<file path="src/hw/core_pkg.sv">
`default_nettype none

// types shared by the core side of the fetch subsystem
package core_pkg;

    // architectural widths
    localparam int XLEN = 64;
    localparam int ILEN = 32;

    // address or data word of the core
    typedef logic [XLEN-1:0] xlen_t;

    // one uncompressed instruction
    typedef logic [ILEN-1:0] inst_t;

    // source chosen for the next pc
    //   seq  : pc + 4 after a delivery
    //   jump : jal or taken branch, ex_pc + imm
    //   jalr : rs1 + imm, bit 0 cleared
    //   trap : mtvec
    //   hold : pc unchanged
    typedef enum logic [2:0] {
        REDIR_SEQ,
        REDIR_JUMP,
        REDIR_JALR,
        REDIR_TRAP,
        REDIR_HOLD
    } redirect_e;

    // byte step between sequential instructions
    localparam xlen_t INST_STEP = xlen_t'(ILEN / 8);

endpackage

`default_nettype wire

</file>
<file path="src/hw/rbus_pkg.sv">
`default_nettype none

// types of the instruction read channel
package rbus_pkg;

    // bus address and read data
    typedef logic [63:0] raddr_t;
    typedef logic [63:0] rdata_t;

    // transfer size, a byte lane mask
    typedef logic [7:0] rsize_t;

    // four bytes, one instruction word
    localparam rsize_t RSIZE_WORD = 8'b0000_1111;

    // fetch control states
    //   idle : waiting to issue
    //   addr : address phase, ar_valid high
    //   data : data phase, r_ready high
    typedef enum logic [1:0] {
        ST_IDLE,
        ST_ADDR,
        ST_DATA
    } fetch_state_e;

endpackage

`default_nettype wire

</file>
<file path="src/hw/rbus_if.sv">
`timescale 1ns/1ps
`default_nettype none

// read channel with split address and data phases
interface rbus_if import rbus_pkg::*; ();

    // address phase
    logic   ar_valid;
    logic   ar_ready;
    raddr_t ar_addr;
    rsize_t ar_size;

    // data phase
    logic   r_valid;
    logic   r_ready;
    rdata_t r_data;

    // fetch side
    modport master (
        output ar_valid, ar_addr, ar_size, r_ready,
        input  ar_ready, r_valid, r_data
    );

    // memory side
    modport slave (
        input  ar_valid, ar_addr, ar_size, r_ready,
        output ar_ready, r_valid, r_data
    );

endinterface

`default_nettype wire

</file>
<file path="src/hw/pc_gen.sv">
`timescale 1ns/1ps
`default_nettype none

module pc_gen import core_pkg::*; #(
    parameter xlen_t RESET_PC = 64'h0000_0000_8000_0000
) (
    input  wire logic  clk,
    input  wire logic  rst_n_i,
    input  wire logic  jal_i,
    input  wire logic  branch_i,
    input  wire logic  jalr_i,
    input  wire logic  trap_i,
    input  wire xlen_t alu_res_i,
    input  wire xlen_t ex_pc_i,
    input  wire xlen_t imm_i,
    input  wire xlen_t rs1_data_i,
    input  wire xlen_t mtvec_i,
    input  wire logic  advance_i,
    output xlen_t      pc_o,
    output logic       redirect_o
);

    xlen_t     pc_q;
    xlen_t     pc_d;
    xlen_t     jalr_sum;
    redirect_e sel;

    assign jalr_sum = rs1_data_i + imm_i;

    // priority: jump, jalr, trap, then sequential
    // branch is taken when the alu result is zero
    always_comb begin
        if (jal_i || (branch_i && (alu_res_i == '0))) begin
            sel = REDIR_JUMP;
        end else if (jalr_i) begin
            sel = REDIR_JALR;
        end else if (trap_i) begin
            sel = REDIR_TRAP;
        end else if (advance_i) begin
            sel = REDIR_SEQ;
        end else begin
            sel = REDIR_HOLD;
        end
    end

    always_comb begin
        case (sel)
            REDIR_JUMP: pc_d = ex_pc_i + imm_i;
            // jalr target has bit 0 forced low
            REDIR_JALR: pc_d = {jalr_sum[63:1], 1'b0};
            REDIR_TRAP: pc_d = mtvec_i;
            REDIR_SEQ:  pc_d = pc_q + INST_STEP;
            default:    pc_d = pc_q;
        endcase
    end

    always_ff @(posedge clk) begin
        if (!rst_n_i) begin
            pc_q <= RESET_PC;
        end else begin
            pc_q <= pc_d;
        end
    end

    assign pc_o = pc_q;

    // any non-sequential source counts as a redirect
    assign redirect_o = (sel == REDIR_JUMP) || (sel == REDIR_JALR) || (sel == REDIR_TRAP);

endmodule

`default_nettype wire

</file>
<file path="src/hw/fetch_ctrl.sv">
`timescale 1ns/1ps
`default_nettype none

module fetch_ctrl
    import core_pkg::*;
    import rbus_pkg::*;
(
    input  wire logic clk,
    input  wire logic rst_n_i,
    rbus_if.master    bus,
    input  wire xlen_t pc_i,
    input  wire logic redirect_i,
    input  wire logic inst_ready_i,
    input  wire logic out_valid_i,
    output logic      advance_o,
    output logic      load_o,
    output logic      clear_o,
    output rdata_t    rdata_o,
    output raddr_t    raddr_o
);

    fetch_state_e state_q;
    fetch_state_e state_d;
    raddr_t       addr_q;
    logic         stale_q;
    logic         deliver;
    logic         can_issue;

    // output register handed to the consumer this clock
    assign deliver = out_valid_i && inst_ready_i;

    // one read at a time, and only once the output slot frees up
    // a redirect this clock moves the pc, so wait one clock for it
    assign can_issue = (!out_valid_i || deliver) && !redirect_i;

    always_comb begin
        state_d = state_q;
        case (state_q)
            ST_IDLE: begin
                if (can_issue) begin
                    state_d = ST_ADDR;
                end
            end
            ST_ADDR: begin
                if (bus.ar_ready) begin
                    state_d = ST_DATA;
                end
            end
            ST_DATA: begin
                if (bus.r_valid) begin
                    state_d = ST_IDLE;
                end
            end
            default: state_d = ST_IDLE;
        endcase
    end

    always_ff @(posedge clk) begin
        if (!rst_n_i) begin
            state_q <= ST_IDLE;
        end else begin
            state_q <= state_d;
        end
    end

    // issued address is the pc as it will be after this edge
    always_ff @(posedge clk) begin
        if ((state_q == ST_IDLE) && can_issue) begin
            addr_q <= deliver ? raddr_t'(pc_i + INST_STEP) : raddr_t'(pc_i);
        end
    end

    // read in flight across a redirect carries an old pc
    always_ff @(posedge clk) begin
        if (!rst_n_i) begin
            stale_q <= 1'b0;
        end else if (state_q == ST_IDLE) begin
            stale_q <= 1'b0;
        end else if (redirect_i) begin
            stale_q <= 1'b1;
        end
    end

    // bus drive
    assign bus.ar_valid = (state_q == ST_ADDR);
    assign bus.ar_addr  = addr_q;
    assign bus.ar_size  = RSIZE_WORD;
    assign bus.r_ready  = (state_q == ST_DATA);

    // keep the data only if it is still the one we want
    assign load_o = (state_q == ST_DATA) && bus.r_valid && !stale_q
                    && (addr_q == raddr_t'(pc_i));

    assign advance_o = deliver;
    assign clear_o   = redirect_i;
    assign rdata_o   = bus.r_data;
    assign raddr_o   = addr_q;

endmodule

`default_nettype wire

</file>
<file path="src/hw/inst_out.sv">
`timescale 1ns/1ps
`default_nettype none

module inst_out
    import core_pkg::*;
    import rbus_pkg::*;
(
    input  wire logic   clk,
    input  wire logic   rst_n_i,
    input  wire logic   load_i,
    input  wire logic   clear_i,
    input  wire logic   inst_ready_i,
    input  wire rdata_t rdata_i,
    input  wire raddr_t raddr_i,
    output logic        inst_valid_o,
    output inst_t       inst_o,
    output xlen_t       pc_o
);

    inst_t sel_inst;
    logic  valid_q;
    inst_t inst_q;
    xlen_t pc_q;

    // address bit 2 picks the word within the doubleword
    assign sel_inst = raddr_i[2] ? rdata_i[63:32] : rdata_i[31:0];

    // clear beats load, a taken output empties the slot
    always_ff @(posedge clk) begin
        if (!rst_n_i) begin
            valid_q <= 1'b0;
        end else if (clear_i) begin
            valid_q <= 1'b0;
        end else if (load_i) begin
            valid_q <= 1'b1;
        end else if (valid_q && inst_ready_i) begin
            valid_q <= 1'b0;
        end
    end

    // payload only moves on a load, so it holds under back-pressure
    always_ff @(posedge clk) begin
        if (load_i && !clear_i) begin
            inst_q <= sel_inst;
            pc_q   <= xlen_t'(raddr_i);
        end
    end

    assign inst_valid_o = valid_q;
    assign inst_o       = inst_q;
    assign pc_o         = pc_q;

endmodule

`default_nettype wire

</file>
<file path="src/hw/ifetch_top.sv">
`timescale 1ns/1ps
`default_nettype none

module ifetch_top
    import core_pkg::*;
    import rbus_pkg::*;
#(
    parameter xlen_t RESET_PC = 64'h0000_0000_8000_0000
) (
    input  wire logic   clk,
    input  wire logic   rst_n_i,
    // redirect sources
    input  wire logic   jal_i,
    input  wire logic   branch_i,
    input  wire logic   jalr_i,
    input  wire logic   trap_i,
    input  wire xlen_t  alu_res_i,
    input  wire xlen_t  ex_pc_i,
    input  wire xlen_t  imm_i,
    input  wire xlen_t  rs1_data_i,
    input  wire xlen_t  mtvec_i,
    // read channel
    output logic        ar_valid_o,
    input  wire logic   ar_ready_i,
    output raddr_t      ar_addr_o,
    output rsize_t      ar_size_o,
    input  wire logic   r_valid_i,
    output logic        r_ready_o,
    input  wire rdata_t r_data_i,
    // downstream
    input  wire logic   inst_ready_i,
    output logic        inst_valid_o,
    output inst_t       inst_o,
    output xlen_t       pc_o
);

    xlen_t  pc;
    logic   redirect;
    logic   advance;
    logic   load;
    logic   clear;
    rdata_t rdata;
    raddr_t raddr;

    rbus_if bus ();

    // interface onto the plain ports
    assign ar_valid_o   = bus.ar_valid;
    assign ar_addr_o    = bus.ar_addr;
    assign ar_size_o    = bus.ar_size;
    assign r_ready_o    = bus.r_ready;
    assign bus.ar_ready = ar_ready_i;
    assign bus.r_valid  = r_valid_i;
    assign bus.r_data   = r_data_i;

    pc_gen #(
        .RESET_PC(RESET_PC)
    ) pc_gen0 (
        .clk        (clk),
        .rst_n_i    (rst_n_i),
        .jal_i      (jal_i),
        .branch_i   (branch_i),
        .jalr_i     (jalr_i),
        .trap_i     (trap_i),
        .alu_res_i  (alu_res_i),
        .ex_pc_i    (ex_pc_i),
        .imm_i      (imm_i),
        .rs1_data_i (rs1_data_i),
        .mtvec_i    (mtvec_i),
        .advance_i  (advance),
        .pc_o       (pc),
        .redirect_o (redirect)
    );

    fetch_ctrl fetch_ctrl0 (
        .clk          (clk),
        .rst_n_i      (rst_n_i),
        .bus          (bus.master),
        .pc_i         (pc),
        .redirect_i   (redirect),
        .inst_ready_i (inst_ready_i),
        .out_valid_i  (inst_valid_o),
        .advance_o    (advance),
        .load_o       (load),
        .clear_o      (clear),
        .rdata_o      (rdata),
        .raddr_o      (raddr)
    );

    inst_out inst_out0 (
        .clk          (clk),
        .rst_n_i      (rst_n_i),
        .load_i       (load),
        .clear_i      (clear),
        .inst_ready_i (inst_ready_i),
        .rdata_i      (rdata),
        .raddr_i      (raddr),
        .inst_valid_o (inst_valid_o),
        .inst_o       (inst_o),
        .pc_o         (pc_o)
    );

endmodule

`default_nettype wire

</file>
<file path="config.mk">
export PLATFORM = sky130hd
export DESIGN_NAME = ifetch_top
export DESIGN_NICKNAME = d
export VERILOG_FILES = /design/src/hw/core_pkg.sv /design/src/hw/rbus_pkg.sv /design/src/hw/rbus_if.sv /design/src/hw/pc_gen.sv /design/src/hw/fetch_ctrl.sv /design/src/hw/inst_out.sv /design/src/hw/ifetch_top.sv
export SDC_FILE = /design/constraint.sdc
export NUM_CORES = 1
export LEC_CHECK = 0
export BUFFER_PORTS_ARGS = -buffer_cell sky130_fd_sc_hd__buf_2
export CORE_AREA = 2 2 219 221
export DETAILED_ROUTE_END_ITERATION = 8
export DIE_AREA = 0 0 221 223
export GPL_TIMING_DRIVEN = 0
export HOLD_SLACK_MARGIN = 0.1
export PLACE_DENSITY = 0.71
export SETUP_SLACK_MARGIN = 0.15
export SLEW_MARGIN = 20
export SYNTH_ARGS = -nofsm -noshare
export SYNTH_HDL_FRONTEND = slang
export SYNTH_SLANG_ARGS = --single-unit
</file>
<file path="constraint.sdc">
create_clock -name clk -period 7.5 [get_ports clk]
set_clock_uncertainty 0.2 [all_clocks]
set_input_delay 0.375 -clock clk [delete_from_list [all_inputs] [get_ports clk]]
set_output_delay 0.375 -clock clk [all_outputs]
set_load 0.01 [all_outputs]
</file>
# Word level (Yosys, flattened, before mapping)
# Index checks and enable logic that the tools add are counted.
# op_classes
mux	13
reduce_logical	23
eq_ne	9
bitwise_logic	1
addsub	3
# op_table
operator	count
64-bit case mux with 4 select lines	1
64-bit adder	2
64-bit by 3-bit adder with 64-bit output (second input constant)	1
64-bit == test	1
64-bit logical NOT	1
64-bit two-way mux	1
32-bit two-way mux	1
3-bit two-way mux	4
1-bit logical AND	8
3-bit by 2-bit == test with 1-bit output (second input constant)	2
2-bit two-way mux	3
2-bit case mux with 3 select lines	1
1-bit logical OR	4
2-bit by 1-bit != test with 1-bit output (second input constant)	2
4-bit nonzero test	1
2-bit OR reduction	2
3-bit by 1-bit == test with 1-bit output (second input constant)	1
1-bit logical NOT	3
3-bit logical NOT	1
3-bit AND reduction	1
2-bit by 1-bit == test with 1-bit output (second input constant)	1
2-bit == test (second input constant)	1
2-bit logical NOT	1
1-bit two-way mux	2
other kinds (3)	3
# word_totals
regBits	228
in_bits	393
output_inout_bits	171
wordCells	56

# Depth between registers and ports, before layout
# Gate-level depths: netlist of run 1.
# depth
ltp_word	12
mapped_depth	14
mapped_depth_nobuf	13

# Modules after synthesis
# A second synthesis of run 1 with hierarchy kept.
# unflattened
hier_cells	2372
hier_area_um2	20953.8
# modules_own_cells
module	area_per_inst_um2	cells_each	seq_area_each_um2	n_inst
pc_gen	12276.8	1733	1281.2	1
fetch_ctrl	5203.7	502	1981.9	1
inst_out	3473.3	137	2902.8	1

# Worst setup path before layout of run 1
# Ideal clock, no wire load.
# synth_path
kind	input -> register
startpoint	input branch_i
endpoint	register fetch_ctrl0.addr_q[0], in the netlist fetch_ctrl0.bus.ar_addr[0] (enable)
setup_ps	565
cell_stages	7
t_arrival_ps	6006
n_path_buf	1
required_ps	6735
setup_slack_ps	729
cell_sequence	nor4b_1 -> and3_1 -> a31o_2 -> clkbuf_1 -> nor3_1 -> nand2_1 -> nor3_1
# synth_via
elab_chain_cells	9
elab_cells_between_ends	11
cone_classes	3 x eq/ne; 1 x mux; 7 x reduce/logical
# synth_rtl
element	line	text
start: declaration	ifetch_top.sv:14	input wire logic branch_i,
1-bit logical AND *	pc_gen.sv:33	if (jal_i || (branch_i && (alu_res_i == '0))) begin
1-bit logical OR *	pc_gen.sv:33	
3-bit two-way mux *	pc_gen.sv:33	
3-bit by 1-bit == test with 1-bit output / 3-bit by 2-bit == test with 1-bit output (equally long branches)	pc_gen.sv:68	assign redirect_o = (sel == REDIR_JUMP) || (sel == REDIR_JALR) || (sel == REDIR_TRAP);
1-bit logical OR	pc_gen.sv:68	
1-bit logical OR *	pc_gen.sv:68	
1-bit logical NOT *	fetch_ctrl.sv:34	assign can_issue = (!out_valid_i || deliver) && !redirect_i;
1-bit logical AND *	fetch_ctrl.sv:34	
1-bit logical AND *	fetch_ctrl.sv:68	if ((state_q == ST_IDLE) && can_issue) begin
end signal: assignment	fetch_ctrl.sv:69	addr_q <= deliver ? raddr_t'(pc_i + INST_STEP) : raddr_t'(pc_i);
end: declaration	fetch_ctrl.sv:24	raddr_t addr_q;
# Every way passes the cells marked *; elsewhere a longest branch is shown, timed or not.
# A chain may end at the register's enable or synchronous reset.

# Worst setup path in the final report of run 1
# layout_path
startpoint	input ex_pc_i[0]
endpoint	register pc_gen0.pc_q[50], in the netlist pc_gen0.pc_o[50]
# layout_via
elab_chain_cells	2
# layout_rtl
element	line	text
start: declaration	ifetch_top.sv:18	input wire xlen_t ex_pc_i,
64-bit adder	pc_gen.sv:48	REDIR_JUMP: pc_d = ex_pc_i + imm_i;
64-bit case mux with 4 select lines	pc_gen.sv:47	case (sel)
end signal: assignment	pc_gen.sv:61	pc_q <= pc_d;
end: declaration	pc_gen.sv:23	xlen_t pc_q;
# No other way between the ends.

==> impl_metrics.ini, run 1 <==
[outcome]
status = completed

[power_and_ir_drop]
power_density_nw_per_um2 = 163
ir_drop_uv = 227
p_leak_nw = 10.5

[final_layout]
multiInputGateArea_um2 = 12800
final_util_pct = 53.1
fin_nets = 3539
area_growth_pct = 26.5
filler_cell_count = 4414
seqCellArea_um2 = 6170
stdcell_count = 3652
post_route_cells_drive_above_1_share_pct = 22.4
fin_area_um2 = 25000

[flow_run]
max_cap_viol_count = 0

[routing]
wl_um = 94400
drt_first_pass_iters = 6
drt-vias-per-instance = 6.06
avgRoutedWirePerCell_um = 25.9
ant_nets = 0
drt_iter0_drc = 2114
drc = 0
detailroute.via_count = 22143

[timing]
drv_slew = 0
timing.hold.ws_ns = 0.107
rsz0062_at_grt = false
slew-limit-headroom_pct = 35.4
worst_pin_slew_ns = 0.968
period_minus_slack_ns = 4.45
fin_crit_sh_pct = 59.3
finalHoldViolations = 0
max_freq_mhz = 225
setup_viol = 0

[synth]
synthCells = 2341
synth-edff-count = 160
synth_top_family_by_area = compound AO/OA/AOI/OAI gates
yosys.area_share.simple_pct = 18.4
synth_compound_area_share_pct = 23.1
netlist_area_um2 = 19800
seq_area_frac_synth_pct = 31.2
synthArstFlopShare_pct = 0
synth_cell_type_count = 86
yosys.area_share.adder_pct = 8.17
synthXorXnorAreaFrac_pct = 11.9
yosysTopAreaCellShare_pct = 24.3
synth.area.top_cells = edfxtp_1 24%, ha_1 8.0%, dfxtp_1 6.9%
syn_area_per_cell_um2 = 8.45
ys_dominant_reg_cell = edfxtp_1
yosys.area.top_type = edfxtp_1
ys_seq_elements = 228
netlist_top_cells_count = 225 x a21oi_1, 214 x nand2_1, 173 x nor2_1
yosysWarningCount = 0
yosysMostFrequentCell = a21oi_1
synthMuxAreaShare_pct = 2.89

[worst_setup_path]
cp-endpoint = pc_gen0.pc_o[50]
end_kind = flip-flop
r2r_start = pc_gen0.pc_o[30]
ff2ff_path_depth = 10
required_ns = 7.69
ff2ff_setup_slack_ns = 3.27
critPathMaxFanout = 6
reg2reg_to = pc_gen0.pc_o[61]
arrival_ns = 4.64
crit_slowest_cell = o311ai_1
crit_chain = dlygate4sd3_1 > buf_2 > ha_1 > inv_1 > fa_1 > nor2b_1 > o31a_1 > o31ai_1 > a31oi_1 > o311ai_1 > nand3_1 > a41o_1 > mux2i_1 > a22oi_1 > nor2_1
crit_start = ex_pc_i[0]
critPathMaxStageDelay_ns = 0.76
path_class = in2reg
cp-start-kind = input pin

[clock_tree]
cts_sinks = 228
htree_levels = 1
ctsLongestPathBuffers = 3
clkTransAtPathRegs_ns = 0.06
cts_buffers = 22
clk_latency_ns = 0.54
cts.root.buffer_cell = clkbuf_16
postCtsSetupRepairBufs = 0
tritoncts = yes

[place]
io_buffers = 553
dp_hpwl_um = 78700
dp.cells = 3524
gp_congestion = 0.995
dpl-instance-area_um2 = 23500

[floorplan]
core_area_um2 = 47100
ioPinCount = 564
die-area_um2 = 49300
dieWidth_um = 221
fp.dieH_um = 223
rows = 80
start_util_pct = 42.0

[global_routing]
grt_pass1_wl_um = 135000
grt_pass1_vias = 21006
antenna_found_initial = 3
grt_usage_pct = 36.4
overflow = 0
grt_max_degree = 31

[min_path]
hp-class = in2reg
## registers in the layout, summed over array words and instances, names as in the netlist
name / flops
fetch_ctrl0.bus.ar_addr: 64
fetch_ctrl0.stale_q: 1
fetch_ctrl0.state_q: 2
inst_out0.inst_o: 32
inst_out0.inst_valid_o: 1
inst_out0.pc_o: 64
pc_gen0.pc_o: 64
## kinds of logic (layout without fill, tap and decap cells)
kind of cell,after synthesis,count (layout)
simple gates,745,745
compound gates,703,703
xor+xnor,268,268
flops,228,228
buf+inv,214,901
fa+ha+maj,128,128
mux,53,53
other cells,2,11
## worst min-delay path by stage
stage                                  to  slack (ns)                        from  depth (start not counted)
2_1_floorplan  fetch_ctrl0.bus.ar_addr[0]        0.25             pc_gen0.pc_o[0]                          0
3_3_place_gp       fetch_ctrl0.state_q[0]        0.27      fetch_ctrl0.state_q[1]                          1
3_5_place_dp            inst_out0.pc_o[5]        0.29  fetch_ctrl0.bus.ar_addr[5]                          0
4_1_cts                   pc_gen0.pc_o[4]        0.10                  mtvec_i[4]                          4
5_1_grt                  pc_gen0.pc_o[49]        0.11                 mtvec_i[49]                          5
6_report                 pc_gen0.pc_o[49]        0.11                 mtvec_i[49]                          5
## area by class of cell
class | count | share of cell area, %
flip-flops and latches | 228 | 24.6
plain buffers | 167 | 2.75
inverters | 47 | 0.705
well taps | 615 | 3.07
clock buffers | 26 | 2.30
multi-input cells | 1905 | 51.1
diodes | 3 | 0.0300
repair buffers | 647 | 14.9
clock inverters | 14 | 0.465
## layer usage
metal | GRT usage [%] | vias to the layer above | wire, µm
li1 | - | 10081 | -
met1 | 48.1 | 10531 | 39300
met2 | 59.8 | 1333 | 42700
met3 | 4.82 | 198 | 7960
met4 | 15.3 | 0 | 4440
met5 | 0 | - | 0
## stage by stage
stage	total power, mW	TNS [ns]	setup WS, ns
floorplan	2.34	0	0.729
global placement	2.89	-157.01	-1.82
detailed placement	2.90	0	2.73
CTS	4.03	0	3.06
global route	4.23	0	2.87
finish	4.08	0	3.05
## report_power, final
group          internal, mW  leakage, nW  switching [mW]
clock                 0.592        0.352           0.517
sequential             1.41         2.04          0.0447
combinational         0.558         8.14           0.965
total                  2.56         10.5            1.53
## timing repair
action / in CTS / in global routing
hold endpoints to repair: 52 / 0
gates resized for setup: 0 / 0
hold buffers: 85 / 0
## placed cells by master (no fill, tap or decap), drive strengths merged, types with 13 or more instances in the layout
cell type / instances
and3: 24
nand2: 214
buf: 596
and2: 19
nor2: 173
o211ai: 24
inv: 53
o221ai: 15
mux2: 33
and4: 13
a221oi: 38
dfxtp: 68
o21ai: 136
a31oi: 20
nor3: 66
nor2b: 19
edfxtp: 160
nor4: 34
a21oi: 225
nand3: 67
ha: 126
o31ai: 15
xor2: 122
mux2i: 20
nand4: 69
dlygate4sd3: 85
o21bai: 30
o21a: 14
a21o: 70
a211oi: 25
or3: 14
xnor2: 146
clkbuf: 159
## worst max-delay path, delay by kind of cell
family	cells	cell delay [ns]
adders and majority gates	2	0.37
and+or+nand+nor	3	0.48
muxes	1	0.17
buffers and inverters	3	0.73
AOI/OAI and AO/OA	6	2.49
(Power assumes the default switching activity.)
==> run 2, diff against run 1 <==
--- a/config.mk
+++ b/config.mk
@@ -6,12 +6,12 @@
 export NUM_CORES = 1
 export LEC_CHECK = 0
 export BUFFER_PORTS_ARGS = -buffer_cell sky130_fd_sc_hd__buf_2
-export CORE_AREA = 2 2 219 221
+export CORE_AREA = 2 2 217 219
 export DETAILED_ROUTE_END_ITERATION = 8
-export DIE_AREA = 0 0 221 223
+export DIE_AREA = 0 0 219 221
 export GPL_TIMING_DRIVEN = 0
 export HOLD_SLACK_MARGIN = 0.1
-export PLACE_DENSITY = 0.71
+export PLACE_DENSITY = 0.75
 export SETUP_SLACK_MARGIN = 0.15
 export SLEW_MARGIN = 20
 export SYNTH_ARGS = -nofsm -noshare
==> constraint.sdc (replaced) <==
create_clock -name clk -period 3.8 [get_ports clk]
set_clock_uncertainty 0.2 [all_clocks]
set_input_delay 0.19 -clock clk [delete_from_list [all_inputs] [get_ports clk]]
set_output_delay 0.19 -clock clk [all_outputs]
set_load 0.01 [all_outputs]
==> impl_metrics.ini, run 2 (synthesized netlist as in run 1, its figures left out) <==
[outcome]
status = completed

[floorplan]
fp.dieH_um = 221
core_area_um2 = 46100
rows = 79
die-area_um2 = 48400
start_util_pct = 43.0
dieWidth_um = 219
ioPinCount = 564

[final_layout]
filler_cell_count = 4210
fin_nets = 3595
final_common_cell = buf_2
area_growth_pct = 30.4
final_cell_mix = 566 x buf_2, 225 x a21oi_1, 214 x nand2_1, 170 x nor2_1, 160 x edfxtp_1
seqCellArea_um2 = 6170
post_route_cells_drive_above_1_share_pct = 23.4
multiInputGateArea_um2 = 12900

[routing]
ant_nets = 0
drc = 0
avgRoutedWirePerCell_um = 25.8
drt-vias-per-instance = 6.08
drt_iter0_drc = 2257
drt_first_pass_iters = 6
detailroute.via_count = 22508
wl_um = 95400

[clock_tree]
cts_sinks = 228
clk_latency_ns = 0.54
htree_levels = 1
clkTransAtPathRegs_ns = 0.07
tritoncts = yes
cts_buffers = 22
cts.root.buffer_cell = clkbuf_16
ctsLongestPathBuffers = 3

[flow_run]
max_cap_viol_count = 0

[place]
dp_hpwl_um = 77700
io_buffers = 553
gp_congestion = 0.987
place_worst_setup_slack_ns = -0.816

[global_routing]
grt_max_degree = 32
grt_pass1_wl_um = 136000
antenna_found_initial = 2
grt_pass1_vias = 21263
grt_usage_pct = 37.5
overflow = 0

[timing]
worst_pin_slew_ns = 1.00
finalWorstSetupSlack_ns = 0.165
finalHoldViolations = 0
setup_viol = 0
period_minus_slack_ns = 3.64
timing.hold.ws_ns = 0.123
max_freq_mhz = 275
fin_crit_sh_pct = 95.7
drv_slew = 0
slew-limit-headroom_pct = 33.2
rsz0062_at_grt = true
fin_tns_setup_ns = 0

[worst_setup_path]
arrival_ns = 3.84
path_class = reg2reg
critPathMaxFanout = 7
end_kind = flip-flop
cp-start-kind = flip-flop
r2r_start = pc_gen0.pc_o[3]
crit_start = pc_gen0.pc_o[3]
required_ns = 4.01

[min_path]
hp-class = in2reg
worstHoldStart = rs1_data_i[58]

[power_and_ir_drop]
power_density_nw_per_um2 = 320
ir_drop_uv = 287
p_leak_nw = 10.9
-- run 2: cell types whose count changed in the layout (fill, tap and decap cells not counted), sizes merged --
cell / previous run / this run
dlygate4sd3: 85 / 135
buf: 596 / 601
inv: 53 / 49
clkbuf: 159 / 161
bufinv: 1 / 2
clkinv: 7 / 8
-- run 2: metrics by stage --
step	utilization [%]	instance area [µm²]	std cells	power (mW)
2_1_floorplan	-	19800	2347	4.62
3_3_place_gp	50.7	23400	3507	5.71
3_5_place_dp	51.0	23500	3514	5.73
4_1_cts	55.7	25700	3690	8.12
5_1_grt	56.0	25800	3698	8.53
6_report	56.0	25800	3699	8.25
-- run 2: final cells by class --
type	count	share of cell area, %
clock inverters	12	0.533
plain buffers	167	2.75
multi-input cells	1905	50.1
clock buffers	27	2.29
inverters	47	0.684
well taps	607	2.94
diodes	3	0.0291
flip-flops and latches	228	23.9
repair buffers	703	16.7
-- run 2: power breakdown --
group | internal [mW] | leakage, nW | total [mW] | switching (mW)
logic | 1.15 | 8.47 | 3.09 | 1.94
clock network | 1.26 | 0.356 | 2.29 | 1.03
registers | 2.78 | 2.04 | 2.87 | 0.0887
-- run 2: worst max-delay path, stage by stage, from the launching register on --
cell	delay, ns
dfxtp_1	0.41
ha_1	0.19
and3_1	0.24
nand4_4	0.17
or4_1	0.57
buf_6	0.16
nor2b_2	0.25
nand2_1	0.11
xnor2_1	0.16
a221oi_2	0.45
a311oi_1	0.16
a22oi_2	0.35
nor2_1	0.09
-- run 2: repair_timing --
action | 4_1_cts | 5_1_grt
cloned | 0 | 0
buffers inserted | 2 | 6
resized for setup | 16 | 41
setup endpoints to repair | 25 | 18
hold buffers | 135 | 0
hold endpoints to repair | 91 | 0
pin swaps | 3 | 5
-- run 2: path summary, 6_finish.rpt --
kind	end	slack (ns)	cells after the start
worst max-delay path	pc_gen0.pc_o[50]	0.16	12
worst min-delay path	pc_gen0.pc_o[58]	0.12	5
worst max register to register	pc_gen0.pc_o[50]	0.16	12
worst min register to register	inst_out0.pc_o[54]	0.31	0
-- run 2: layer usage --
| metal | track usage, % | wire, µm | up-vias |
|---|---|---|---|
| met1 | 49.9 | 39300 | 10695 |
| met3 | 4.73 | 8300 | 216 |
| met2 | 60.9 | 43300 | 1411 |
| met4 | 16.1 | 4530 | 0 |
| met5 | 0 | 0 | - |
| li1 | - | - | 10186 |
